**src/common/render_settings.svh**
```systemverilog
// render settings: slot count, screen bands, palette, sprite geometry and memory size
`ifndef RENDER_SETTINGS_SVH
`define RENDER_SETTINGS_SVH

`define RENDER_SLOTS 8

// background bands, row numbers
`define SKY_END 10'd140
`define PATH_TOP 10'd170
`define PATH_END 10'd230
`define BOARD_TOP 10'd270

// 12-bit rgb palette
`define COLOR_SKY 12'h2bf
`define COLOR_GRASS 12'h5b2
`define COLOR_PATH 12'hda5
`define COLOR_BOARD 12'hfb7
`define COLOR_WHITE 12'hfff
`define COLOR_RED 12'hf00
`define COLOR_BLACK 12'h000

`define SPRITE_MEM_DEPTH 2048
`define SPRITE_FRAMES 4

// sprite size in memory pixels, drawn at twice this on screen
`define SPRITE_W0 5'd8
`define SPRITE_H0 5'd8
`define SPRITE_W1 5'd12
`define SPRITE_H1 5'd8
`define SPRITE_W2 5'd8
`define SPRITE_H2 5'd12
`define SPRITE_W3 5'd16
`define SPRITE_H3 5'd16

// first frame of each kind, frames follow back to back
`define KIND_BASE0 11'd0
`define KIND_BASE1 11'd256
`define KIND_BASE2 11'd640
`define KIND_BASE3 11'd1024

`endif

```
**src/common/render_pkg.sv**
```systemverilog
// screen-side types for the play-field renderer: coordinates, colours, sprite codes
`default_nettype none

package render_pkg;

    typedef logic [9:0] coord_t;   // h or v counter value
    typedef logic [11:0] color_t;  // 4 bits each of r, g, b
    typedef logic [1:0] code_t;    // colour code as stored in sprite memory

    localparam code_t CODE_WHITE = 2'd0;
    localparam code_t CODE_BLACK = 2'd1;
    localparam code_t CODE_RED = 2'd2;
    localparam code_t CODE_CLEAR = 2'd3;  // transparent

endpackage

`default_nettype wire

```
**src/pixel_compositor.sv**
```systemverilog
// pixel compositor: lays the winning sprite code over the banded background
`timescale 1ns/1ns
`default_nettype none

`include "render_settings.svh"

module pixel_compositor (
    input  logic clk_25MHz,
    input  logic rst,
    input  render_pkg::coord_t px_v,
    input  logic [`RENDER_SLOTS-1:0] slot_hit,
    input  render_pkg::code_t [`RENDER_SLOTS-1:0] slot_code,
    output render_pkg::color_t pixel
);
    import render_pkg::*;

    coord_t v_q;       // row of the codes now at the inputs
    logic [1:0] fill;  // pipeline fill after reset
    color_t bg;
    color_t next_pixel;

    function automatic color_t code_color(code_t code);
        case (code)
            CODE_WHITE: return `COLOR_WHITE;
            CODE_RED: return `COLOR_RED;
            default: return `COLOR_BLACK;
        endcase
    endfunction

    always_comb begin
        if (v_q >= `BOARD_TOP) begin
            bg = `COLOR_BOARD;
        end else if (v_q >= `PATH_TOP && v_q < `PATH_END) begin
            bg = `COLOR_PATH;
        end else if (v_q >= `SKY_END) begin
            bg = `COLOR_GRASS;
        end else begin
            bg = `COLOR_SKY;
        end
    end

    always_comb begin
        logic found;
        code_t win;

        found = 1'b0;
        win = CODE_CLEAR;
        // walk down so the lowest visible slot is the last one taken
        for (int i = `RENDER_SLOTS - 1; i >= 0; i--) begin
            if (slot_hit[i] && slot_code[i] != CODE_CLEAR) begin
                found = 1'b1;
                win = slot_code[i];
            end
        end

        if (found && v_q < `BOARD_TOP) begin
            next_pixel = code_color(win);
        end else begin
            next_pixel = bg;  // board rows never carry units
        end
    end

    always_ff @(posedge clk_25MHz) begin
        if (rst) begin
            v_q <= '0;
            fill <= '0;
            pixel <= '0;
        end else begin
            v_q <= px_v;
            fill <= {fill[0], 1'b1};
            pixel <= fill[1] ? next_pixel : '0;
        end
    end

endmodule

`default_nettype wire

```
**config.mk**
```make
export PLATFORM = sky130hd
export DESIGN_NAME = pixel_compositor
export DESIGN_NICKNAME = d
export VERILOG_FILES = /design/src/common/render_pkg.sv /design/src/pixel_compositor.sv
export VERILOG_INCLUDE_DIRS = /design/src /design/src/common
export SDC_FILE = /design/constraint.sdc
export NUM_CORES = 1
export LEC_CHECK = 0
export CORE_MARGIN = 3
export CORE_UTILIZATION = 50
export CTS_BUF_LIST = sky130_fd_sc_hd__clkbuf_8 sky130_fd_sc_hd__clkbuf_16
export CTS_CLUSTER_SIZE = 20
export DETAILED_ROUTE_END_ITERATION = 12
export DONT_BUFFER_PORTS = 1
export PLACE_DENSITY_LB_ADDON = 0.05
export SYNTH_ARGS = -nofsm -noshare
export SYNTH_HDL_FRONTEND = slang
export SYNTH_SLANG_ARGS = --single-unit
```
**constraint.sdc**
```tcl
create_clock -name clk_25MHz -period 2.7 [get_ports clk_25MHz]
set_input_delay 0.54 -clock clk_25MHz [delete_from_list [all_inputs] [get_ports clk_25MHz]]
set_output_delay 0.54 -clock clk_25MHz [all_outputs]
set_load 0.005 [all_outputs]
```
# Yosys cells after proc, flatten, opt, wreduce, memory -nomap -nowiden
# Cells that the tools add are included.
classes:
  order_cmp: 5
  n_eq_ne: 9
  mux: 22
  bitwise_logic: 1
  n_reduce_logical: 12
ops:
  columns: ["cell", "count"]
  rows:
  - ["two-way mux 12 bit", 3]
  - ["case mux 12 bit (2 select lines)", 1]
  - [">= comparator 10 x 8 -> 1 bit (second input constant)", 2]
  - ["two-way mux 2 bit", 8]
  - ["inequality test 2 bit (second input constant)", 8]
  - ["two-way mux 11 bit", 1]
  - [">= comparator 10 x 9 -> 1 bit (second input constant)", 1]
  - ["logical AND 1 bit", 10]
  - ["less-than comparator 10 x 8 -> 1 bit (second input constant)", 1]
  - ["less-than comparator 10 x 9 -> 1 bit (second input constant)", 1]
  - ["two-way mux 1 bit", 9]
  - ["== test 2 bit (second input constant)", 1]
  - ["zero test 2 bit", 1]
  - ["OR reduction 2 bit", 1]
  - ["inverter 1 bit", 1]
word_totals:
  register_bits: 24
  in_bits: 36
  out_inout_bits: 12
  elab_cells: 53

# Depth between registers and ports, before layout
# Gate-level depths: netlist of run 1.
depth:
  ltp_word: 13
  ltp_mapped: 7
  ltp_nobuf: 6

# Worst setup path before layout of run 1
# Ideal clock, no wire load.
synth_timing:
  path_type: "input -> register"
  start: "input port slot_hit[2]"
  end: "register pixel[4]"
  setup_ns: 0.067
  t_arrival_ns: 1.733
  required_ns: 2.633
  slack_ns: 0.899
  stages: 7
  path_buffers: 1
  cell_sequence: "a21boi_1 -> nor4_2 -> nand3_1 -> and2_1 -> buf_6 -> or3_1 -> o21ai_2"
synth_via:
  elab_chain_len: 7
  elab_cells_between_ends: 12
  classes_between: "eq/ne (1); mux (8); reduce/logical (3)"
synth_lines:
  columns: ["element", "line_no", "rtl"]
  rows:
  - ["start, declared", "pixel_compositor.sv:11", "input logic [`RENDER_SLOTS-1:0] slot_hit,"]
  - ["logical AND 1 bit *", "pixel_compositor.sv:50", "if (slot_hit[i] && slot_code[i] != CODE_CLEAR) begin"]
  - ["two-way mux 2 bit (3 in series)", "pixel_compositor.sv:50", null]
  - ["== test 2 bit or zero test 2 bit (tied branches)", "pixel_compositor.sv:23", "case (code)"]
  - ["case mux 12 bit (2 select lines)", "pixel_compositor.sv:23", null]
  - ["two-way mux 12 bit *", "pixel_compositor.sv:56", "if (found && v_q < `BOARD_TOP) begin"]
  - ["end signal, assigned", "pixel_compositor.sv:71", "pixel <= fill[1] ? next_pixel : '0;"]
  - ["end, declared", "pixel_compositor.sv:13", "output render_pkg::color_t pixel"]
# Every way passes the cells marked *; elsewhere a longest branch is shown, timed or not.
# A chain may end at the register's enable or synchronous reset.

# Final worst setup path of run 1
layout_timing:
  start: "input port slot_code[13] in the netlist's numbering"
  end: "register pixel[3]"
layout_via:
  elab_chain_len: 12
  elab_cells_between_ends: 21
  classes_between: "eq/ne (2); mux (16); reduce/logical (3)"
layout_lines:
  columns: ["element", "line_no", "rtl"]
  rows:
  - ["start, declared", "pixel_compositor.sv:12", "input render_pkg::code_t [`RENDER_SLOTS-1:0] slot_code,"]
  - ["inequality test 2 bit", "pixel_compositor.sv:50", null]
  - ["logical AND 1 bit", "pixel_compositor.sv:50", null]
  - ["two-way mux 2 bit (7 in series)", "pixel_compositor.sv:50", null]
  - ["== test 2 bit or zero test 2 bit (tied branches)", "pixel_compositor.sv:23", null]
  - ["case mux 12 bit (2 select lines)", "pixel_compositor.sv:23", null]
  - ["two-way mux 12 bit *", "pixel_compositor.sv:56", null]
# Marked as above.

==> results of run 1 <==
-- logic make-up (layout without fill, tap and decap cells) --
kind of cell	Yosys count	count (layout)	share of synthesized area
flops	19	19	0.396
buf+inv	12	10	0.0703
compound gates	36	36	0.263
simple gates	47	47	0.271
-- metrics by stage --
step / utilization / total power, mW / setup slack [ns]
6_report: 0.562 / 0.555 / 1.07
5_1_grt: 0.562 / 0.586 / 0.909
4_1_cts: 0.562 / 0.559 / 1.07
3_5_place_dp: 0.537 / 0.378 / 0.811
3_3_place_gp: 0.537 / 0.377 / 0.824
2_1_floorplan: - / 0.374 / 0.899
-- cell usage in the layout, fill, tap and decap left out, types with 2 or more instances in the layout --
cell      Yosys  routed
a211oi_1      2       2
a21boi_1      6       6
a21oi_1       7       7
a311oi_1      2       2
a31oi_1       3       3
clkbuf_8      0       3
dfxtp_1      19      19
inv_1         6       7
nand2_1      13      13
nand2b_1      4       4
nor2_1        4       4
nor2b_1      16      16
nor3_1        2       2
o21ai_0       2       2
o21ai_1       3       3
-- flip-flops by register name, summed over array words and instances, names as in the netlist --
name and flops:
fill 2, v_q 9, pixel 8
-- power groups by stage --
stage	Sequential (mW)	Clock [mW]	Combinational [mW]
after detailed placement	0.310	0	0.0688
after CTS	0.304	0.186	0.0695
final	0.303	0.183	0.0691
after floorplan	0.307	0	0.0671
after global routing	0.305	0.202	0.0790
after global placement	0.309	0	0.0679
-- worst max path at each step --
| stage | cells after the start | slack, ns | endpoint | start |
|---|---|---|---|---|
| after floorplan | 7 | 0.90 | pixel[4] | slot_hit[2] |
| after global routing | 6 | 0.91 | pixel[2] | v_q[6] |
| after global placement | 6 | 0.82 | pixel[3] | slot_code[13] |
| final | 6 | 1.07 | pixel[3] | slot_code[13] |
| after detailed placement | 6 | 0.81 | pixel[3] | slot_code[13] |
| after CTS | 6 | 1.07 | pixel[3] | slot_code[13] |
-- final cells by class --
type                       instances  area share
clock buffer                       3      0.0416
tap                               25      0.0315
multi-input combinational         83       0.517
inverter                           6      0.0227
sequential                        19       0.383
clock inverter                     1     0.00378
-- routing by layer --
metal  global-route usage  part of all wire  routed length [microns]  vias to the layer above
met4               0.0276                 0                        0                        0
met5                    0                 0                        0                        -
li1                     -                 -                        -                      400
met1                0.197              0.45                      794                      334
met3               0.0544             0.085                      149                        0
met2                0.233              0.46                      811                       29
==> impl_metrics.csv, run 1 <==
group,metric,value,unit
logic_synthesis,ys_top_cells_by_area,"dfxtp_1, nor2b_1, nand2_1",
die,core_area,1760,sq um
route,vias,763,
setup_path,crit_family,"compound AO/OA/AOI/OAI gates",
clock_network,hold_buffers,0,
logic_synthesis,yosysTopAreaCellShare,0.396,
route,ant_nets,0,
clock_network,cts_tree,"done",
cells_and_area,antenna_cells,0,
logic_synthesis,ys_ff_latch,19,
route,drc,0,
sta,slew_viol_final,0,
setup_path,end_kind,"register",
route,wl_per_cell,12.8,microns
clock_network,numCtsBuffers,3,
setup_path,cp_slowest_cell,"o21ai_1",
clock_network,root_buffer,"clkbuf_8",
cells_and_area,fill_cells,182,
global_route,grt_max_degree,13,
cells_and_area,drive_gt1_frac,0.0446,
power_and_ir_drop,switching_share,0.230,
cells_and_area,area_delta_synth_final,3.26,%
power_and_ir_drop,pwr-share-clk,0.329,
logic_synthesis,synth.avg_cell_area,8.43,sq um
sta,worst_slew_pin_slew,0.387,ns
setup_path,r2r_setup_slack,1.15,ns
sta,max_slew_margin,0.740,
clock_network,cts_buffer_depth,2,
setup_path,critPathMostFrequentCell,"o21ai_1",
global_route,grt_remaining_overflow,0,
clock_network,htreeDepth,1,
place,hpwl,1.45,mm
job,drv_cap,0,
logic_synthesis,async_flop_share,0,
place,routabilityCongestion,0.811,
logic_synthesis,synth_ff_type,"dfxtp_1",
place,dpl-instance-area,947,sq um
die,start_util,0.545,
route,dr.pass1.iters,3,
sta,rsz0062_at_grt,"false",
setup_path,path_cells,"nand2b_1 -> a311oi_1 -> o21ai_1 -> and4_1 -> o21ai_1 -> o22ai_1",
setup_path,worstPathRequired,2.82,ns
die,rows,15,
sta,min_period,1.63,ns
logic_synthesis,synth_cell_type_count,36,
route,drt_iter0_drc,11,
power_and_ir_drop,p_int,428,uW
run_status,outcome,"completed",
hold_path,holdPathStages,1,
setup_path,cp_max_fo,5,
hold_path,min_to,"fill[1]",
power_and_ir_drop,p_switching,128,uW
cells_and_area,multi_input_area,513,sq um
power_and_ir_drop,vdd_drop_max,0.590,mV
sta,fin_crit_sh,0.602,
setup_path,arrival,1.74,ns
setup_path,ff2ff_path_depth,6,
place,place_inst,133,
hold_path,hold_start,"rst",
die,die_h,49.8,microns
logic_synthesis,synth-seq-area-share,0.396,
sta,max_freq,615,MHz
power_and_ir_drop,seq_power_share,0.546,
route,wirelength,1.75,mm
global_route,antenna_found_initial,0,
sta,hold_viol_final,0,
die,io_pins,48,
cells_and_area,seq_area,380,sq um
sta,clock_skew,0.00122,ns
setup_path,r2r-start,"v_q[1]",
setup_path,timing.rr.end,"pixel[2]",
die,die_w,49.8,microns
logic_synthesis,synth_area_leader_cell,"dfxtp_1",
power_and_ir_drop,p_leak,0.385,nW
clock_network,clkLatencyLatePin,0.25,ns
cells_and_area,final_area,992,sq um
setup_path,path_buf_inv,0,
place,io_buffers,0,
logic_synthesis,synth_area,961,sq um
sta,hold_ws,0.353,ns
cells_and_area,instances_no_fill,137,
clock_network,cts.sinks,19,
clock_network,clkTransAtPathRegs,0.06,ns
die,dieArea,2480,sq um
global_route,grtUsageTotal,0.149,
sta,finalSetupViolCount,0,
setup_path,worst-setup-path-type,"primary input to register",
sta,timing.setup.tns,0,ns
setup_path,slowest_delay,0.34,ns
logic_synthesis,post-synth-top-count-cell,"dfxtp_1",
power_and_ir_drop,power_frac_comb,0.124,
cells_and_area,nNetsFinal,149,
logic_synthesis,yosysWarnings,0,
logic_synthesis,syn-num-nets,150,
clock_network,post_cts_resized,0,
hold_path,worstHoldPathType,"primary input to register",
logic_synthesis,netlist_instances,114,
logic_synthesis,synthTopCellsByCount,"dfxtp_1, nor2b_1, nand2_1",
global_route,grt_first_pass_wirelength,2.86,mm
global_route,first_global_vias,694,
route,vias_per_cell,5.57,
clock_network,cts_setup_buffers,0,
power_and_ir_drop,cellPowerDensity,560,nW/um^2
logic_synthesis,synth_edf_count,0,
setup_path,worstSetupStartpointType,"primary input",
Power figures use the tool's default switching activity.
==> inputs of run 2 (changes only) <==
Clock period 2.7 ns to 1.7 ns, I/O delays scaled along.
==> run 2 against run 1 <==
Flip-flop and latch count is the same. Hold slack worse by 0.20 ns. Final cell count is 1.5% higher. Critical path depth unchanged. Count of clock-buffer cells in the layout unchanged. Setup slack worse by 0.89 ns. Sequential power up 59%. Non-clock buffer count grew 2. Clock power increased by 58%. Clock skew hardly changed. Critical endpoint is now pixel[2]. Largest cell class unchanged. Largest power group unchanged.
==> impl_metrics.csv, run 2 (same netlist as run 1, synthesis figures left out) <==
group,metric,value,unit
run_status,outcome,"completed",
power_and_ir_drop,p_int,686,uW
cells_and_area,final_core_util,0.571,
die,die_w,49.8,microns
sta,max_freq,662,MHz
global_route,grt_remaining_overflow,0,
die,start_util,0.545,
clock_network,post_cts_resized,0,
die,core_area,1760,sq um
clock_network,clkLatencyLatePin,0.25,ns
route,ant_nets,0,
sta,finalSetupViolCount,0,
setup_path,r2r_setup_slack,0.19,ns
cells_and_area,regMostFlops,"v_q",
setup_path,timing.rr.end,"pixel[2]",
power_and_ir_drop,power_frac_comb,0.133,
place,hpwl,1.45,mm
die,dieArea,2480,sq um
global_route,grtUsageTotal,0.153,
route,vias_per_cell,5.70,
setup_path,slowest_delay,0.32,ns
setup_path,worstPathRequired,1.86,ns
clock_network,numCtsBuffers,3,
cells_and_area,area_delta_synth_final,4.82,%
global_route,grt_max_degree,13,
place,routabilityCongestion,0.811,
sta,max_slew_margin,0.757,
cells_and_area,final_cell_mix,"dfxtp_1, nor2b_1, nand2_1",
cells_and_area,top_regs,"v_q: 9 flops, pixel: 8 flops, fill: 2 flops",
power_and_ir_drop,p_leak,0.395,nW
route,wl_per_cell,12.5,microns
sta,worst_slew_pin_slew,0.356,ns
route,drt_iter0_drc,6,
die,rows,15,
sta,hold_viol_final,0,
setup_path,cp_max_fo,3,
clock_network,cts_buffer_depth,2,
clock_network,cts_setup_buffers,0,
setup_path,worstSetupStartpointType,"register",
place,io_buffers,0,
sta,clock_skew,0.000759,ns
power_and_ir_drop,p_switching,202,uW
hold_path,holdPathStages,1,
global_route,antenna_found_initial,0,
route,drc,0,
die,io_pins,48,
cells_and_area,layout_commonest_cell,"dfxtp_1",
clock_network,clkTransAtPathRegs,0.06,ns
setup_path,r2r-start,"v_q[1]",
clock_network,cts.sinks,19,
setup_path,worst-setup-path-type,"register to register",
cells_and_area,nNetsFinal,151,
setup_path,crit_family,"compound AO/OA/AOI/OAI gates",
sta,fin_crit_sh,0.889,
hold_path,worstHoldPathType,"primary input to register",
setup_path,end_kind,"register",
route,wirelength,1.73,mm
setup_path,ff2ff_path_depth,6,
cells_and_area,antenna_cells,0,
sta,slew_viol_final,0,
clock_network,root_buffer,"clkbuf_8",
clock_network,hold_buffers,0,
setup_path,cp_slowest_cell,"dfxtp_1",
sta,min_period,1.51,ns
route,vias,792,
setup_path,path_buf_inv,0,
job,drv_cap,0,
power_and_ir_drop,switching_share,0.227,
cells_and_area,drive_gt1_frac,0.0614,
route,dr.pass1.iters,5,
die,die_h,49.8,microns
power_and_ir_drop,vdd_drop_max,0.578,mV
power_and_ir_drop,pwr-share-clk,0.325,
power_and_ir_drop,seq_power_share,0.542,
setup_path,arrival,1.67,ns
sta,timing.setup.tns,0,ns
global_route,first_global_vias,686,
clock_network,cts_tree,"done",
cells_and_area,largest_reg_flops,9,
hold_path,hold_start,"rst",
global_route,grt_first_pass_wirelength,2.93,mm
hold_path,min_to,"v_q[9]",
setup_path,path_cells,"a211o_1 -> a32oi_1 -> o2111a_1 -> nor3b_1 -> nor2b_1 -> a211oi_1",
sta,rsz0062_at_grt,"false",
clock_network,htreeDepth,1,
power_and_ir_drop,cellPowerDensity,882,nW/um^2
## run 2: worst reg2reg max path: cells and delay by family, from the launching register on
kind	cells	cell delay, ns
flip-flops	1	0.32
AO/OA/AOI/OAI	4	0.92
AND/OR/NAND/NOR	2	0.19
## run 2: power by group through the flow
stage	logic, mW	clock network, mW	registers, mW
floorplan	0.107	0	0.488
global placement	0.116	0	0.491
detailed placement	0.117	0	0.492
CTS	0.118	0.300	0.482
global route	0.135	0.318	0.484
finish	0.118	0.289	0.482
## run 2: final cells by class
| cell class | instances | area, sq um |
|---|---|---|
| Timing Repair Buffer | 2 | 15.0 |
| Fill cell | 186 | 757 |
| Multi-Input combinational cell | 83 | 513 |
| Clock inverter | 1 | 3.75 |
| Tap cell | 25 | 31.3 |
| Clock buffer | 3 | 41.3 |
| Sequential cell | 19 | 380 |
| Inverter | 6 | 22.5 |
## run 2: metrics by stage
step           hold slack, ns  area (sq um)  total power [mW]  setup slack (ns)  std cells
2_1_floorplan           0.412           961             0.595            0.0995        114
3_3_place_gp            0.413           962             0.607            0.0558        135
3_5_place_dp            0.414           962             0.609            0.0559        135
4_1_cts                 0.146          1010             0.900             0.183        139
5_1_grt                 0.136          1010             0.937           0.00264        139
6_report                0.153          1010             0.888             0.188        139
## run 2: worst max path at each step
stage               slack, ns  depth (start not counted)        to     startpoint
floorplan                 0.1                          7  pixel[4]    slot_hit[2]
global placement         0.06                          7  pixel[4]  slot_code[13]
global route            0.003                          6  pixel[2]         v_q[6]
CTS                      0.18                          6  pixel[2]         v_q[1]
finish                   0.19                          6  pixel[2]         v_q[1]
detailed placement       0.06                          7  pixel[4]  slot_code[13]
## run 2: per-layer routing
layer  global-route usage  part of all wire  vias to the layer above
met5                    0                 0                        -
met4               0.0276                 0                        0
met3               0.0725             0.099                        0
met2                0.229              0.47                       34
met1                0.200              0.43                      358
li1                     -                 -                      400
==> inputs of run 3 (changes only) <==
Settings changed: HOLD_SLACK_MARGIN set to 0.15, REMOVE_ABC_BUFFERS set to 1.
==> run 3 against run 2 <==
Flip-flop and latch count did not move. Count of clock-buffer cells in the layout unchanged. Non-clock buffer count rose by 1. Largest power group unchanged. Sequential share of layout area shrank 0.55 points. Setup slack better by 0.0039 ns. Sequential power about the same. Largest cell class unchanged. Final cell count grew 0.72%. Wire length grew 0.40%.
==> impl_metrics.csv, run 3 (same netlist as run 1, synthesis figures left out) <==
group,metric,value,unit
run_status,outcome,"completed",
route,drc,0,
setup_path,path_buf_inv,0,
route,vias_per_cell,5.49,
die,rows,15,
power_and_ir_drop,pwr-share-clk,0.324,
cells_and_area,largest_reg_flops,9,
cells_and_area,fill_cells,171,
setup_path,critPathLaunch,"v_q[1]",
setup_path,arrival,1.68,ns
clock_network,root_buffer,"clkbuf_8",
setup_path,ff2ff_path_depth,6,
power_and_ir_drop,seq_power_share,0.538,
route,wirelength,1.74,mm
power_and_ir_drop,cellPowerDensity,876,nW/um^2
cells_and_area,antenna_cells,0,
die,die_h,49.8,microns
cells_and_area,drive_gt1_frac,0.0696,
die,start_util,0.545,
power_and_ir_drop,p_int,688,uW
die,core_area,1760,sq um
global_route,grt_remaining_overflow,0,
die,dieArea,2480,sq um
die,io_pins,48,
route,drt_iter0_drc,12,
route,wl_per_cell,12.4,microns
sta,max_slew_margin,0.739,
sta,worst_slew_pin_slew,0.381,ns
setup_path,path_cells,"a211o_1 -> a32oi_1 -> o2111a_1 -> nor3b_2 -> nor2b_1 -> a211oi_1",
clock_network,clkTransAtPathRegs,0.06,ns
sta,clock_skew,0.000888,ns
clock_network,numCtsBuffers,3,
place,hpwl,1.41,mm
cells_and_area,regMostFlops,"v_q",
setup_path,crit_family,"compound AO/OA/AOI/OAI gates",
power_and_ir_drop,power_frac_comb,0.138,
sta,timing.setup.tns,0,ns
power_and_ir_drop,p_switching,208,uW
clock_network,cts_tree,"done",
clock_network,htreeDepth,1,
sta,max_freq,663,MHz
route,ant_nets,0,
setup_path,slowest_delay,0.32,ns
setup_path,worst-setup-path-type,"register to register",
cells_and_area,top_regs,"v_q: 9 flops, pixel: 8 flops, fill: 2 flops",
hold_path,worstHoldPathType,"primary input to register",
setup_path,r2r_setup_slack,0.19,ns
power_and_ir_drop,switching_share,0.232,
sta,slew_viol_final,0,
global_route,grtUsageTotal,0.143,
setup_path,cp_slowest_cell,"dfxtp_1",
setup_path,worstPathRequired,1.87,ns
setup_path,r2r-start,"v_q[1]",
cells_and_area,seq_area,380,sq um
route,dr.pass1.iters,4,
clock_network,cts_buffer_depth,2,
sta,min_period,1.51,ns
place,io_buffers,0,
global_route,grt_max_degree,11,
setup_path,endpoint,"pixel[2]",
cells_and_area,multi_input_area,518,sq um
cells_and_area,final_core_util,0.579,
setup_path,cp_max_fo,3,
power_and_ir_drop,p_leak,0.400,nW
sta,fin_crit_sh,0.887,
global_route,first_global_vias,638,
clock_network,cts.sinks,19,
power_and_ir_drop,vdd_drop_max,0.658,mV
global_route,grt_first_pass_wirelength,2.71,mm
cells_and_area,area_delta_synth_final,6.38,%
sta,finalSetupViolCount,0,
cells_and_area,nNetsFinal,152,
job,drv_cap,0,
global_route,antenna_found_initial,0,
die,die_w,49.8,microns
cells_and_area,layout_commonest_cell,"dfxtp_1",
sta,hold_viol_final,0,
clock_network,clkLatencyLatePin,0.25,ns
setup_path,timing.rr.end,"pixel[2]",
place,routabilityCongestion,0.824,
cells_and_area,final_cell_mix,"dfxtp_1, nor2b_1, nand2_1",
route,vias,768,
setup_path,end_kind,"register",
setup_path,worstSetupStartpointType,"register",
setup_path,cp.depth,6,
[run 3: how the worst min path moves through the flow]
stage | startpoint | endpoint | slack, ns | cells after the start
3_5_place_dp | rst | v_q[3] | 0.41 | 1
2_1_floorplan | rst | fill[1] | 0.41 | 1
6_report | rst | v_q[6] | 0.16 | 1
3_3_place_gp | rst | v_q[3] | 0.41 | 1
5_1_grt | rst | v_q[6] | 0.15 | 1
4_1_cts | rst | v_q[6] | 0.16 | 1
[run 3: area by class of cell]
cell class | instances | share of cell area
Multi-Input combinational cell | 83 | 0.507
Clock inverter | 1 | 0.00367
Timing Repair Buffer | 3 | 0.0245
Sequential cell | 19 | 0.372
Clock buffer | 3 | 0.0404
Inverter | 6 | 0.0220
Tap cell | 25 | 0.0306
[run 3: power groups by stage]
stage               Sequential [mW]  Clock (mW)  Combinational [mW]
detailed placement            0.492           0               0.118
global placement              0.491           0               0.117
finish                        0.482       0.291               0.124
global route                  0.484       0.328               0.139
floorplan                     0.489           0              0.0927
CTS                           0.482       0.301               0.123
[run 3: per-stage QoR]
| step | setup slack, ns | power (mW) | area, sq um | cells | hold WS, ns |
|---|---|---|---|---|---|
| after floorplan | 0.166 | 0.581 | 916 | 108 | 0.412 |
| after global placement | 0.110 | 0.608 | 962 | 135 | 0.412 |
| after detailed placement | 0.0890 | 0.610 | 962 | 135 | 0.414 |
| after CTS | 0.163 | 0.906 | 1020 | 140 | 0.158 |
| after global routing | -0.00406 | 0.951 | 1020 | 140 | 0.154 |
| final | 0.192 | 0.896 | 1020 | 140 | 0.162 |
[run 3: repair_timing]
item,in CTS,in global routing
hold buffers,1,0
endpoints found under the hold margin,9,0
setup endpoints to repair,0,1
gates resized for setup,0,1
buffers inserted,0,0
[run 3: layer usage]
metal | part of all wire | vias to the layer above | GRT usage
li1 | - | 406 | -
met1 | 0.48 | 323 | 0.207
met2 | 0.40 | 34 | 0.189
met3 | 0.10 | 5 | 0.0634
met5 | 0 | - | 0
met4 | 0.0098 | 0 | 0.0415
