File: config.mk
export PLATFORM = sky130hd
export DESIGN_NAME = unit_decoder
export DESIGN_NICKNAME = d
export VERILOG_FILES = /design/src/common/render_pkg.sv /design/src/common/unit_pkg.sv /design/src/sprite/unit_decoder.sv
export VERILOG_INCLUDE_DIRS = /design/src /design/src/common
export SDC_FILE = /design/constraint.sdc
export NUM_CORES = 1
export LEC_CHECK = 0
export BUFFER_PORTS_ARGS = -buffer_cell sky130_fd_sc_hd__buf_2
export CORE_AREA = 2 2 322 324
export CTS_BUF_LIST = sky130_fd_sc_hd__clkbuf_4
export CTS_CLUSTER_DIAMETER = 60
export DETAILED_ROUTE_END_ITERATION = 6
export DIE_AREA = 0 0 324 326
export MAX_ROUTING_LAYER = met4
export PLACE_DENSITY = 0.35
export SYNTH_ARGS = -nofsm -noshare
export SYNTH_HDL_FRONTEND = slang
export SYNTH_SLANG_ARGS = --single-unit
File: constraint.sdc
create_clock -name clk_25MHz -period 11.99 [get_ports clk_25MHz]
set_input_delay 1.199 -clock clk_25MHz [delete_from_list [all_inputs] [get_ports clk_25MHz]]
set_output_delay 1.199 -clock clk_25MHz [all_outputs]
set_load 0.03 [all_outputs]
File: src/common/render_settings.svh
// render settings: slot count, screen bands, palette, sprite geometry and memory size
`ifndef RENDER_SETTINGS_SVH
`define RENDER_SETTINGS_SVH

`define RENDER_SLOTS 8

// background bands, row numbers
`define SKY_END 10'd140
`define PATH_TOP 10'd170
`define PATH_END 10'd230
`define BOARD_TOP 10'd270

// 12-bit rgb palette
`define COLOR_SKY 12'h2bf
`define COLOR_GRASS 12'h5b2
`define COLOR_PATH 12'hda5
`define COLOR_BOARD 12'hfb7
`define COLOR_WHITE 12'hfff
`define COLOR_RED 12'hf00
`define COLOR_BLACK 12'h000

`define SPRITE_MEM_DEPTH 2048
`define SPRITE_FRAMES 4

// sprite size in memory pixels, drawn at twice this on screen
`define SPRITE_W0 5'd8
`define SPRITE_H0 5'd8
`define SPRITE_W1 5'd12
`define SPRITE_H1 5'd8
`define SPRITE_W2 5'd8
`define SPRITE_H2 5'd12
`define SPRITE_W3 5'd16
`define SPRITE_H3 5'd16

// first frame of each kind, frames follow back to back
`define KIND_BASE0 11'd0
`define KIND_BASE1 11'd256
`define KIND_BASE2 11'd640
`define KIND_BASE3 11'd1024

`endif

File: src/common/render_pkg.sv
// screen-side types for the play-field renderer: coordinates, colours, sprite codes
`default_nettype none

package render_pkg;

    typedef logic [9:0] coord_t;   // h or v counter value
    typedef logic [11:0] color_t;  // 4 bits each of r, g, b
    typedef logic [1:0] code_t;    // colour code as stored in sprite memory

    localparam code_t CODE_WHITE = 2'd0;
    localparam code_t CODE_BLACK = 2'd1;
    localparam code_t CODE_RED = 2'd2;
    localparam code_t CODE_CLEAR = 2'd3;  // transparent

endpackage

`default_nettype wire

File: src/common/unit_pkg.sv
// unit record layout, record field types and animation states
`default_nettype none

package unit_pkg;

    // 55 exist | 54:52 kind | 51:42 x | 41:32 y | 31:20 hp | 19:16 state
    // 15:12 state count | 11:0 damage
    typedef logic [55:0] unit_rec_t;

    typedef logic [2:0] kind_t;
    typedef logic [4:0] sprite_dim_t;
    typedef logic [10:0] sprite_addr_t;

    typedef enum logic [3:0] {
        ANIM_IDLE = 4'd0,
        ANIM_WALK = 4'd1,
        ANIM_ATTACK = 4'd2,
        ANIM_HIT = 4'd3
    } anim_state_t;

    function automatic logic rec_exist(unit_rec_t r);
        return r[55];
    endfunction

    function automatic kind_t rec_kind(unit_rec_t r);
        return r[54:52];
    endfunction

    function automatic render_pkg::coord_t rec_x(unit_rec_t r);
        return r[51:42];
    endfunction

    function automatic render_pkg::coord_t rec_y(unit_rec_t r);
        return r[41:32];
    endfunction

    function automatic anim_state_t rec_state(unit_rec_t r);
        return anim_state_t'(r[19:16]);  // codes above 3 fall to default frame
    endfunction

endpackage

`default_nettype wire

File: src/sprite/unit_decoder.sv
// unit decoder: turns each unit record into a registered slot description
`timescale 1ns/1ns
`default_nettype none

`include "render_settings.svh"

module unit_decoder (
    input  logic clk_25MHz,
    input  logic rst,
    input  render_pkg::coord_t h_cnt,
    input  render_pkg::coord_t v_cnt,
    input  unit_pkg::unit_rec_t [`RENDER_SLOTS-1:0] unit_table,
    output logic [`RENDER_SLOTS-1:0] slot_en,
    output render_pkg::coord_t [`RENDER_SLOTS-1:0] slot_x,
    output render_pkg::coord_t [`RENDER_SLOTS-1:0] slot_y,
    output unit_pkg::sprite_dim_t [`RENDER_SLOTS-1:0] slot_w,
    output unit_pkg::sprite_dim_t [`RENDER_SLOTS-1:0] slot_h,
    output unit_pkg::sprite_addr_t [`RENDER_SLOTS-1:0] slot_base,
    output render_pkg::coord_t px_h,
    output render_pkg::coord_t px_v
);
    import render_pkg::*;
    import unit_pkg::*;

    logic [`RENDER_SLOTS-1:0] en_d;
    sprite_dim_t [`RENDER_SLOTS-1:0] w_d;
    sprite_dim_t [`RENDER_SLOTS-1:0] h_d;
    sprite_addr_t [`RENDER_SLOTS-1:0] base_d;

    always_comb begin
        unit_rec_t rec;
        coord_t x;
        logic kind_ok;
        sprite_dim_t w;
        sprite_dim_t h;
        sprite_addr_t kind_base;
        logic [$clog2(`SPRITE_FRAMES)-1:0] frame;

        for (int i = 0; i < `RENDER_SLOTS; i++) begin
            rec = unit_table[i];
            x = rec_x(rec);

            kind_ok = 1'b1;
            case (rec_kind(rec))
                3'd0: begin
                    w = `SPRITE_W0;
                    h = `SPRITE_H0;
                    kind_base = `KIND_BASE0;
                end
                3'd1: begin
                    w = `SPRITE_W1;
                    h = `SPRITE_H1;
                    kind_base = `KIND_BASE1;
                end
                3'd2: begin
                    w = `SPRITE_W2;
                    h = `SPRITE_H2;
                    kind_base = `KIND_BASE2;
                end
                3'd3: begin
                    w = `SPRITE_W3;
                    h = `SPRITE_H3;
                    kind_base = `KIND_BASE3;
                end
                default: begin  // no sprite for kinds 4..7
                    kind_ok = 1'b0;
                    w = '0;
                    h = '0;
                    kind_base = '0;
                end
            endcase

            case (rec_state(rec))
                ANIM_WALK: frame = x[3] ? 2'd1 : 2'd0;  // step every 8 px
                ANIM_ATTACK: frame = 2'd2;
                ANIM_HIT: frame = 2'd3;
                default: frame = 2'd0;
            endcase

            en_d[i] = rec_exist(rec) && kind_ok;
            w_d[i] = w;
            h_d[i] = h;
            base_d[i] = kind_base
                + sprite_addr_t'(frame) * sprite_addr_t'(w) * sprite_addr_t'(h);
        end
    end

    always_ff @(posedge clk_25MHz) begin
        if (rst) begin
            slot_en <= '0;
            slot_x <= '0;
            slot_y <= '0;
            slot_w <= '0;
            slot_h <= '0;
            slot_base <= '0;
            px_h <= '0;
            px_v <= '0;
        end else begin
            slot_en <= en_d;
            for (int i = 0; i < `RENDER_SLOTS; i++) begin
                slot_x[i] <= rec_x(unit_table[i]);
                slot_y[i] <= rec_y(unit_table[i]);
            end
            slot_w <= w_d;
            slot_h <= h_d;
            slot_base <= base_d;
            px_h <= h_cnt;  // coordinate travels with its slot data
            px_v <= v_cnt;
        end
    end

endmodule

`default_nettype wire

; Word level (Yosys, flattened, before mapping)
; Cells that the tools add are included.
[op_classes]
muxes = 48
n_mul = 16
n_reduce_logical = 40
addsub = 8
n_eq_ne = 48
[op_table]
columns = op, n
row1 = case mux 11 bit (3 select lines), 8
row2 = case mux 5 bit (3 select lines), 16
row3 = adder 11 bit, 8
row4 = multiplier 7 x 5 -> 11 bit, 8
row5 = "equality test 4 x 2 -> 1 bit, second input constant", 16
row6 = multiplier 2 x 5 -> 7 bit, 8
row7 = "equality test 3 x 2 -> 1 bit, second input constant", 16
row8 = case mux 2 bit (3 select lines), 8
row9 = "equality test 4 x 1 -> 1 bit, second input constant", 8
row10 = OR reduction 2 bit, 16
row11 = OR reduction 4 bit, 8
row12 = "equality test 3 x 1 -> 1 bit, second input constant", 8
row13 = logical NOT 3 bit, 8
row14 = 2-to-1 mux 1 bit, 16
row15 = logical AND 1 bit, 8
[totals]
inputBits = 470
register_bits = 356

; Logic depth before layout (Yosys ltp)
; Gate-level depths: netlist (run 1).
[depth]
ltp_word = 6
mapped_depth = 19
depth_no_buf = 18

; Worst setup path before layout (run 1)
; OpenSTA, ideal clock, no wires.
[synth_path]
kind = in2reg
startpoint = input port unit_table[388] (netlist bit)
endpoint = register slot_base[76] (netlist bit)
required_time_ns = 11.919
t_arrival_ns = 5.292
slack_ns = 6.628
stages = 18
path_buffers = 1
path_cell_list = buf_2 -> or3b_1 -> nor2_1 -> ha_1 -> inv_1 -> fa_1 -> nor2_1 -> fa_1 -> inv_1 -> fa_1 -> inv_1 -> ha_1 -> ha_1 -> fa_1 -> xor2_1 -> xnor2_1 -> or3_1 -> a21oi_1
[synth_between]
elab_chain_cells = 6
elab_cells_between_ends = 12
classes_between = add/sub: 1 / mul: 2 / eq/ne: 3 / mux: 3 / reduce/logical: 3
[synth_rtl]
columns = element, line
row1 = start: declaration, unit_decoder.sv:12  ; input unit_pkg::unit_rec_t [`RENDER_SLOTS-1:0] unit_table,
row2 = equality test 3 x 2 -> 1 bit or logical NOT 3 bit (tied branches), unit_decoder.sv:44  ; case (rec_kind(rec))
row3 = OR reduction 2 bit (no line), -
row4 = case mux 5 bit (3 select lines), unit_decoder.sv:44
row5 = multiplier 2 x 5 -> 7 bit, unit_decoder.sv:84  ; + sprite_addr_t'(frame) * sprite_addr_t'(w) * sprite_addr_t'(h);
row6 = multiplier 7 x 5 -> 11 bit, unit_decoder.sv:84
row7 = adder 11 bit *, unit_decoder.sv:84
row8 = end signal: assignment, unit_decoder.sv:106  ; slot_base <= base_d;
row9 = end: declaration, unit_decoder.sv:18  ; output unit_pkg::sprite_addr_t [`RENDER_SLOTS-1:0] slot_base,
; Mark *: on every way between the ends. The rest lies on a longest branch, timed or not.
; A chain may end at the register's enable or synchronous reset.

; Final worst setup path (run 1)
; Ends and elaborated chain as after synthesis.

==> results.toml, run 1 <==
[status]
outcome = "finished, final reports clean"

[logic_synthesis]
synth_area_sq_um = 12200
synth_area_leader_cell = "dfxtp_1"
synthMostInstantiatedCell = "dfxtp_1"
synth-seq-cells = 291
ys_top_cells_by_area = "dfxtp_1 (48%), nor2b_1 (11%), fa_1 (10%)"
synth_edf_count = 0
yosys.area.top_type_share = 0.476
async_flop_share = 0
synth.distinct_cells = 36
synth_common_cells = "dfxtp_1 (291), nor2b_1 (215), nor2_1 (101), inv_1 (80), ha_1 (72)"
ys_dominant_reg_cell = "dfxtp_1"
syn_area_per_cell_sq_um = 10.6
syn_inst = 1151
ys_warn_count = 0
synth-seq-area-share = 0.476

[floorplanning]
chipWidth_um = 324
die_y_um = 326
coreArea_sq_um = 103000
io_pins = 826
fp-row-count = 118
start_util = 0.119
design.die.area_sq_um = 106000

[place]
gp_congestion = 0.894
placed_area_sq_um = 16400
dp_slack_ns = 6.23
dpl.hpwl_um = 34200
place.port_buffers = 537
dpl.cell_count = 3058

[worst_setup_path]
path_class = "input port to flop"
crit_fanout = 11
worstSetupEndpointType = "flop"
arrival_ns = 5.61
startpoint_type = "input port"
required_ns = 12.77

[clock_tree]
cts_root_buf = "clkbuf_4"
cts_resized = 0
cts_setup_buffers = 0
cts_max_level = 3
clkTransAtPathRegs_ns = 0.06
hold_buffers = 0
cts_tree = "yes"
cts_buffers = 92
clock-sinks = 291
clock_path_buffers = 3

[drt]
drtIter0Drc = 239
drc = 0
wirelength_um = 43000
antenna_left = 0
drtPass1Iterations = 4
wl_per_cell_um = 13.4
vias = 9788
viasPerCell = 3.04

[global_route]
antenna_found_initial = 13
overflow = 0
grtUsageTotal = 0.0814
grt_pass1_wl_um = 61300
grt_pass1_vias = 10100
grt_start_max_net_pins = 82

[pwr]
p_leak_nw = 8.60
switchingPower_mw = 0.746
pwr-share-seq = 0.437
combinationalPowerShare = 0.150
power.share.clock = 0.413
powerDensity_nw_per_um2 = 135
switching_share = 0.316
vdd_drop_max_uv = 63.0
internal_power_mw = 1.61

[flow_run]
max_cap_violations = 0

[timing]
slew_violations = 0
max_freq_ghz = 0.207
timing.final.crit_share = 0.403
rsz0062_at_grt = "false"
setup-violations-final = 0
setup_slack_ns = 7.16
setup_tns_ns = 0
maxSlewHeadroom = 0.435
holdWs_ns = 0.483
worst_pin_slew_ns = 0.848
hold_viol_final = 0
min_period_ns = 4.83

[final_layout]
multi_input_area_sq_um = 5810
design_area_sq_um = 17500
fillers = 11600
syn_to_final_growth_pct = 43.0
fin_nets = 2378
final_cells = 3220
seqCellArea_sq_um = 5830
drive_gt1_frac = 0.380

[worst_hold_path]
hold_path.class = "input port to flop"
[layout make-up]
type                       instances  area share
sequential                       291       0.333
multi-input combinational        763       0.332
timing repair buffer             540       0.155
tap                             1380      0.0986
clock buffer                     125      0.0536
inverter                          84      0.0180
clock inverter                    30     0.00936
antenna                            7     0.00100
[path summary, 6_finish.rpt]
| check | slack (ns) | start | cells past startpoint | end |
|---|---|---|---|---|
| hold / removal | 0.48 | unit_table[386] | 2 | slot_x[68]$_SDFF_PP0_ |
| setup / recovery | 7.16 | unit_table[388] | 18 | slot_base[76]$_SDFF_PP0_ |
[sequential cells by signal, indices dropped and copies added (netlist names)]
| name | flops |
|---|---|
| slot_y | 80 |
| px_v | 10 |
| px_h | 10 |
| slot_base | 56 |
| slot_x | 80 |
| slot_en | 8 |
| slot_h | 23 |
| slot_w | 24 |
[worst max-delay path, stage by stage]
cell     delay, ns
buf_2         0.21
or3b_1        0.46
nor2_1        0.14
ha_1          0.18
inv_1         0.05
fa_1          0.52
nor2_1        0.08
fa_1          0.53
inv_1         0.05
fa_1          0.50
inv_1         0.04
ha_1          0.28
ha_1          0.21
fa_1          0.37
xor2_1        0.20
xnor2_1       0.11
or3_1         0.32
a21oi_1       0.16
[power by group through the flow]
stage                     Sequential (mW)  Clock, mW  Combinational, mW
after floorplan                      1.15          0              0.136
after global placement               1.05          0              0.360
after detailed placement             1.05          0              0.360
after CTS                            1.03       1.05              0.362
after global routing                 1.03       1.10              0.384
final                                1.03      0.975              0.353
[through the flow]
step,power (mW),util
after floorplan,1.29,-
after global routing,2.52,0.171
after CTS,2.45,0.171
final,2.36,0.171
after global placement,1.41,0.160
after detailed placement,1.41,0.160
[per-layer routing]
metal | wire, um | global-route usage
met5 | 0 | -
met3 | 4060 | 0.0285
met1 | 17300 | 0.0907
met4 | 1310 | 0.0428
met2 | 20400 | 0.128
[cell families after synthesis]
family,after synthesis,synth area share
buffers and inverters,191,0.0789
flip-flops,291,0.476
adder cells (fa/ha/maj),136,0.178
AO/OA/AOI/OAI,50,0.0276
AND/OR/NAND/NOR,443,0.212
other,2,0.000613
XOR/XNOR,38,0.0272
[cells in the final DEF (no fill, tap or decap), types with 14 or more instances in the layout]
cell      Yosys  final
buf_2         4    536
dfxtp_1     291    291
nor2b_1     215    215
clkbuf_4      0    125
nor2_1      101    101
conb_1        2     96
inv_1        80     80
ha_1         72     72
fa_1         64     64
and2_1       35     35
xnor2_1      22     22
clkinv_1      0     17
a21oi_1      16     16
xor2_1       16     16
nand2_1      14     14
nor3b_1      14     14
(Power assumes the default switching activity.)
==> inputs of run 2 (changes only) <==
- ABC_AREA: default -> 1
- CORE_AREA: 2 2 322 324 -> 2 2 318 320
- DIE_AREA: 0 0 324 326 -> 0 0 320 322
- PLACE_DENSITY: 0.35 -> 0.36
- clock period: 11.99 -> 4.9 ns (I/O delays scaled with it)
==> run 2 against run 1 <==
Effect of this change:
- cell count rose by 17%
- critical path type unchanged
- setup slack got worse by 7.0 ns
- count of clock-buffer cells in the layout fell by 4
- core utilization rose by 3.7 points
- critical endpoint unchanged
- sequential share of layout area fell by 5.0 points
- via count rose by 19%
==> results.toml, run 2 <==
[worst_hold_path]
hold_path.class = "input port to flop"
holdPathStages = 6
whs_endpoint = "slot_base[38]$_SDFF_PP0_"
hp-start = "unit_table[184]"

[global_route]
grt_pass1_vias = 11700
antenna_found_initial = 8
overflow = 0
grtUsageTotal = 0.0851
grt_start_max_net_pins = 128
grt_pass1_wl_um = 64700

[final_layout]
fin_nets = 3007
multi_input_area_sq_um = 5070
drive_gt1_frac = 0.286
syn_to_final_growth_pct = 63.8
final_cells = 3761
design_area_sq_um = 20600
top_regs = "slot_x x80, slot_y x80, slot_base x56"
fillers = 11200
final_cell_mix = "buf_2 (536), nor2_1 (390), inv_1 (369)"
final_common_cell = "buf_2"
final_util = 0.207
seqCellArea_sq_um = 5830

[timing]
setup-violations-final = 0
slew_violations = 0
timing.final.crit_share = 0.965
setup_slack_ns = 0.173
min_period_ns = 4.73
worst_pin_slew_ns = 0.861
hold_viol_final = 0
holdWs_ns = 0.238
maxSlewHeadroom = 0.426
max_freq_ghz = 0.212
setup_tns_ns = 0
rsz0062_at_grt = "false"

[logic_synthesis]
synth.distinct_cells = 31
synth_common_cells = "nor2_1 (390), inv_1 (370), dfxtp_1 (291), nand2_1 (89), ha_1 (72)"
ys_top_cells_by_area = "dfxtp_1 (46%), nor2_1 (12%), inv_1 (11%)"
ys_dominant_reg_cell = "dfxtp_1"
synth_area_leader_cell = "dfxtp_1"
synth-seq-area-share = 0.462
ys_warn_count = 0
yosys.area.top_type_share = 0.462
synth_edf_count = 0
async_flop_share = 0
synthMostInstantiatedCell = "nor2_1"
synth_area_sq_um = 12600
syn_inst = 1478
synth-seq-cells = 291
syn_area_per_cell_sq_um = 8.52

[clock_tree]
cts_tree = "yes"
clock-sinks = 291
cts_buffers = 95
clkTransAtPathRegs_ns = 0.07
cts_root_buf = "clkbuf_4"
cts_max_level = 3
clock_path_buffers = 3

[floorplanning]
io_pins = 826
fp-row-count = 116
design.die.area_sq_um = 103000
coreArea_sq_um = 99600
die_y_um = 322
chipWidth_um = 320
start_util = 0.127

[pwr]
internal_power_mw = 4.08
p_leak_nw = 11.1
powerDensity_nw_per_um2 = 288
combinationalPowerShare = 0.176
power.share.clock = 0.400
pwr-share-seq = 0.423
finalPower_mw = 5.94
switching_share = 0.313
vdd_drop_max_uv = 131
switchingPower_mw = 1.86

[worst_setup_path]
worstSetupEndpointType = "flop"
startpoint_type = "input port"
crit_fanout = 4
path_class = "input port to flop"
required_ns = 5.69
arrival_ns = 5.52

[place]
placed_area_sq_um = 16700
gp_congestion = 0.730
dp_slack_ns = 0.260
dpl.cell_count = 3323
dpl.hpwl_um = 32400
place.port_buffers = 537

[drt]
viasPerCell = 3.10
wirelength_um = 43600
drtPass1Iterations = 4
vias = 11700
drc = 0
antenna_left = 0
wl_per_cell_um = 11.6
drtIter0Drc = 251

[status]
outcome = "finished, final reports clean"

[flow_run]
max_cap_violations = 0
[run 2: cell count changes in the layout (fill, tap and decap cells not counted), moves of 12 or more]
cell           before  now
nand2_1            14   89
a211oi_1           12    0
nor2b_1           215    0
nor2_1            101  390
nor3b_1            14    0
dlygate4sd3_1       0  279
inv_1              80  369
and2_1             35    1
[run 2: worst max-delay path, stage by stage]
cell and delay (ns):
dlygate4sd3_1 0.54, buf_2 0.14, nand2_1 0.06, dlygate4sd3_1 0.56
inv_2 0.06, nor2_1 0.12, inv_1 0.10, nor2_1 0.11
ha_1 0.18, inv_1 0.06, fa_1 0.52, nor2_1 0.08
fa_1 0.54, inv_1 0.06, fa_1 0.49, inv_1 0.04
ha_1 0.28, ha_1 0.21, fa_1 0.42, xnor2_1 0.16
nand2_1 0.07, nand2_1 0.07, nand2_1 0.05, nand2_1 0.06
nor2_1 0.05
[run 2: worst max-delay path by stage]
stage / start / end / slack [ns]
floorplan: unit_table[388] / slot_base[76]$_SDFF_PP0_ / 0.72
global placement: unit_table[19] / slot_base[10]$_SDFF_PP0_ / 0.25
detailed placement: unit_table[19] / slot_base[10]$_SDFF_PP0_ / 0.26
CTS: unit_table[444] / slot_base[87]$_SDFF_PP0_ / 0.34
global route: unit_table[446] / slot_base[87]$_SDFF_PP0_ / 0.005
finish: unit_table[388] / slot_base[76]$_SDFF_PP0_ / 0.17
[run 2: what timing repair did]
| action | in CTS | in global routing |
|---|---|---|
| hold buffers | 279 | 0 |
| hold endpoints to repair | 252 | 0 |
| resized for setup | 0 | 1 |
| setup buffers | 0 | 0 |
| endpoints found under the setup margin | 0 | 1 |
[run 2: routing by layer]
layer  track usage  vias to the layer above  wire length (um)
met3        0.0349                       88              4160
li1              -                     5956                 -
met4        0.0449                        0              1390
met2         0.129                      424             19600
met5             -                        -                 0
met1        0.0956                     5184             18400
[run 2: area by class of cell]
class                      instances  area share
sequential                       291       0.282
multi-input combinational        810       0.246
tap                             1298      0.0787
timing repair buffer             828       0.271
clock buffer                     121      0.0440
clock inverter                    32     0.00916
inverter                         375      0.0682
antenna                            6    0.000728
[run 2: power by group through the flow]
| stage | registers (mW) | logic (mW) | clock network (mW) |
|---|---|---|---|
| finish | 2.52 | 1.05 | 2.38 |
| global route | 2.53 | 1.15 | 2.71 |
| CTS | 2.52 | 1.07 | 2.60 |
| detailed placement | 2.57 | 0.889 | 0 |
| global placement | 2.57 | 0.894 | 0 |
| floorplan | 2.82 | 0.337 | 0 |
[run 2: cell families after synthesis]
| logic type | share of synthesized area |
|---|---|
| AOI/OAI and AO/OA | 0.0137 |
| xor gates and xnor gates | 0.0229 |
| adders and majority gates | 0.173 |
| buffers and inverters | 0.163 |
| DFF | 0.462 |
| other | 0.000596 |
| and+or+nand+nor | 0.164 |
==> inputs of run 3 (changes only) <==
- CORE_AREA: 2 2 318 320 -> 2 2 319 321
- DIE_AREA: 0 0 320 322 -> 0 0 321 323
- PLACE_DENSITY: 0.36 -> 0.37
- clock period: 4.9 -> 4 ns (I/O delays scaled with it)
==> run 3 against run 2 <==
Effect of this change:
- sequential cell count is the same
- sequential power grew 22%
- critical path depth shrank 6
- critical endpoint is now slot_base[87]$_SDFF_PP0_
- largest cell class is now buffers
==> results.toml, run 3 (synthesis results as in run 2) <==
[worst_setup_path]
worstSetupEndpointType = "flop"
slowest_stage = "fa_1"
required_ns = 4.77
cp_cell_sequence = "dlygate4sd3_1, buf_2, o211ai_1, nor2_1, ha_1, fa_1, nand2_1, fa_1, inv_1, fa_1, ha_1, ha_1, fa_2, xnor2_1, nand2_1, nand2_1, nand2_1, nand2_1, nor2_2"
startpoint_type = "input port"
cpLargestDelayFamily = "adder cells"
arrival_ns = 4.74
crit_fanout = 3
cp.buffers_inverters = 3
path_class = "input port to flop"
max_stage_delay_ns = 0.55
cpMostUsedCell = "nand2_1"

[place]
gp_congestion = 0.744
dpl.cell_count = 3470
dp_slack_ns = -0.487
dpl.hpwl_um = 33700
place.port_buffers = 537

[worst_hold_path]
hold_path.class = "input port to flop"

[clock_tree]
clock-sinks = 291
clock_path_buffers = 3
cts_root_buf = "clkbuf_4"
cts_buffers = 92
cts_tree = "yes"
cts_max_level = 3
clkTransAtPathRegs_ns = 0.07

[final_layout]
drive_gt1_frac = 0.348
syn_to_final_growth_pct = 73.2
final_cells = 3914
top_regs = "slot_x x80, slot_y x80, slot_base x56"
fin_nets = 3126
final_cell_mix = "buf_2 (533), nor2_1 (375), inv_1 (363)"
final_common_cell = "buf_2"

[drt]
wirelength_um = 44400
wl_per_cell_um = 11.3
wl_met1_um = 18200
wl_met3_um = 4320
viasPerCell = 3.09
wl_met2_um = 20700
drtPass1Iterations = 4
vias = 12100
drtIter0Drc = 220
antenna_left = 0
drc = 0
top_layer_used = "met4"

[pwr]
switchingPower_mw = 2.32
vdd_drop_max_uv = 194
switching_share = 0.306
pwr-share-seq = 0.406
combinationalPowerShare = 0.179
power.share.clock = 0.416
powerDensity_nw_per_um2 = 348
internal_power_mw = 5.27
p_leak_nw = 11.8

[global_route]
antenna_found_initial = 9
grt_start_max_net_pins = 156
overflow = 0
grt_pass1_wl_um = 65600
grtUsageTotal = 0.0852
grt_pass1_vias = 12200

[timing]
setup-violations-final = 0
setup_tns_ns = 0
maxSlewHeadroom = 0.437
hold_viol_final = 0
min_period_ns = 3.97
slew_violations = 0
rsz0062_at_grt = "true"
worst_pin_slew_ns = 0.844
max_freq_ghz = 0.252
timing.final.crit_share = 0.993
setup_slack_ns = 0.0264
holdWs_ns = 0.194

[floorplanning]
fp-row-count = 117
design.die.area_sq_um = 104000
die_y_um = 323
io_pins = 826
coreArea_sq_um = 101000
start_util = 0.125
chipWidth_um = 321

[flow_run]
max_cap_violations = 0

[status]
outcome = "finished, final reports clean"
## run 3: final timing paths
check | start | endpoint | slack (ns) | depth (start not counted)
max | unit_table[437] | slot_base[87]$_SDFF_PP0_ | 0.03 | 19
min | unit_table[128] | slot_base[27]$_SDFF_PP0_ | 0.19 | 7
## run 3: power by group through the flow
| stage | Combinational [mW] | Sequential, mW | Clock (mW) |
|---|---|---|---|
| floorplan | 0.414 | 3.45 | 0 |
| global placement | 1.17 | 3.14 | 0 |
| detailed placement | 1.17 | 3.15 | 0 |
| CTS | 1.37 | 3.08 | 3.42 |
| global route | 1.49 | 3.09 | 3.55 |
| finish | 1.36 | 3.08 | 3.16 |
## run 3: through the flow
step           utilization  cell area [sq um]  power, mW
2_1_floorplan            -              13000       3.87
3_3_place_gp         0.176              17800       4.31
3_5_place_dp         0.176              17800       4.31
4_1_cts              0.214              21600       7.87
5_1_grt              0.217              21800       8.13
6_report             0.217              21800       7.59
## run 3: what timing repair did
| item | 4_1_cts | 5_1_grt |
|---|---|---|
| gates resized for setup | 0 | 53 |
| endpoints found under the setup margin | 0 | 8 |
| hold buffers | 261 | 0 |
| hold endpoints to repair | 249 | 0 |
| buffers inserted | 0 | 8 |
## run 3: area by class of cell
cell class | instances | area, sq um
Multi-Input combinational cell | 810 | 5230
Inverter | 375 | 1410
Clock buffer | 129 | 968
Sequential cell | 291 | 5830
Antenna cell | 12 | 30.0
Fill cell | 11300 | 78900
Tap cell | 1309 | 1640
Clock inverter | 38 | 248
Timing Repair Buffer | 950 | 6470
## run 3: tightest hold or removal path: stages
cell and delay, ns:
buf_2 0.08, o211ai_1 0.08, buf_4 0.15, nor2_1 0.09, ha_1 0.12, inv_1 0.03, nor2_1 0.06
## run 3: metal layers
metal	vias up	track usage
li1	6234	-
met1	5361	0.0927
met2	416	0.136
met3	87	0.0358
met4	0	0.0372
met5	-	-
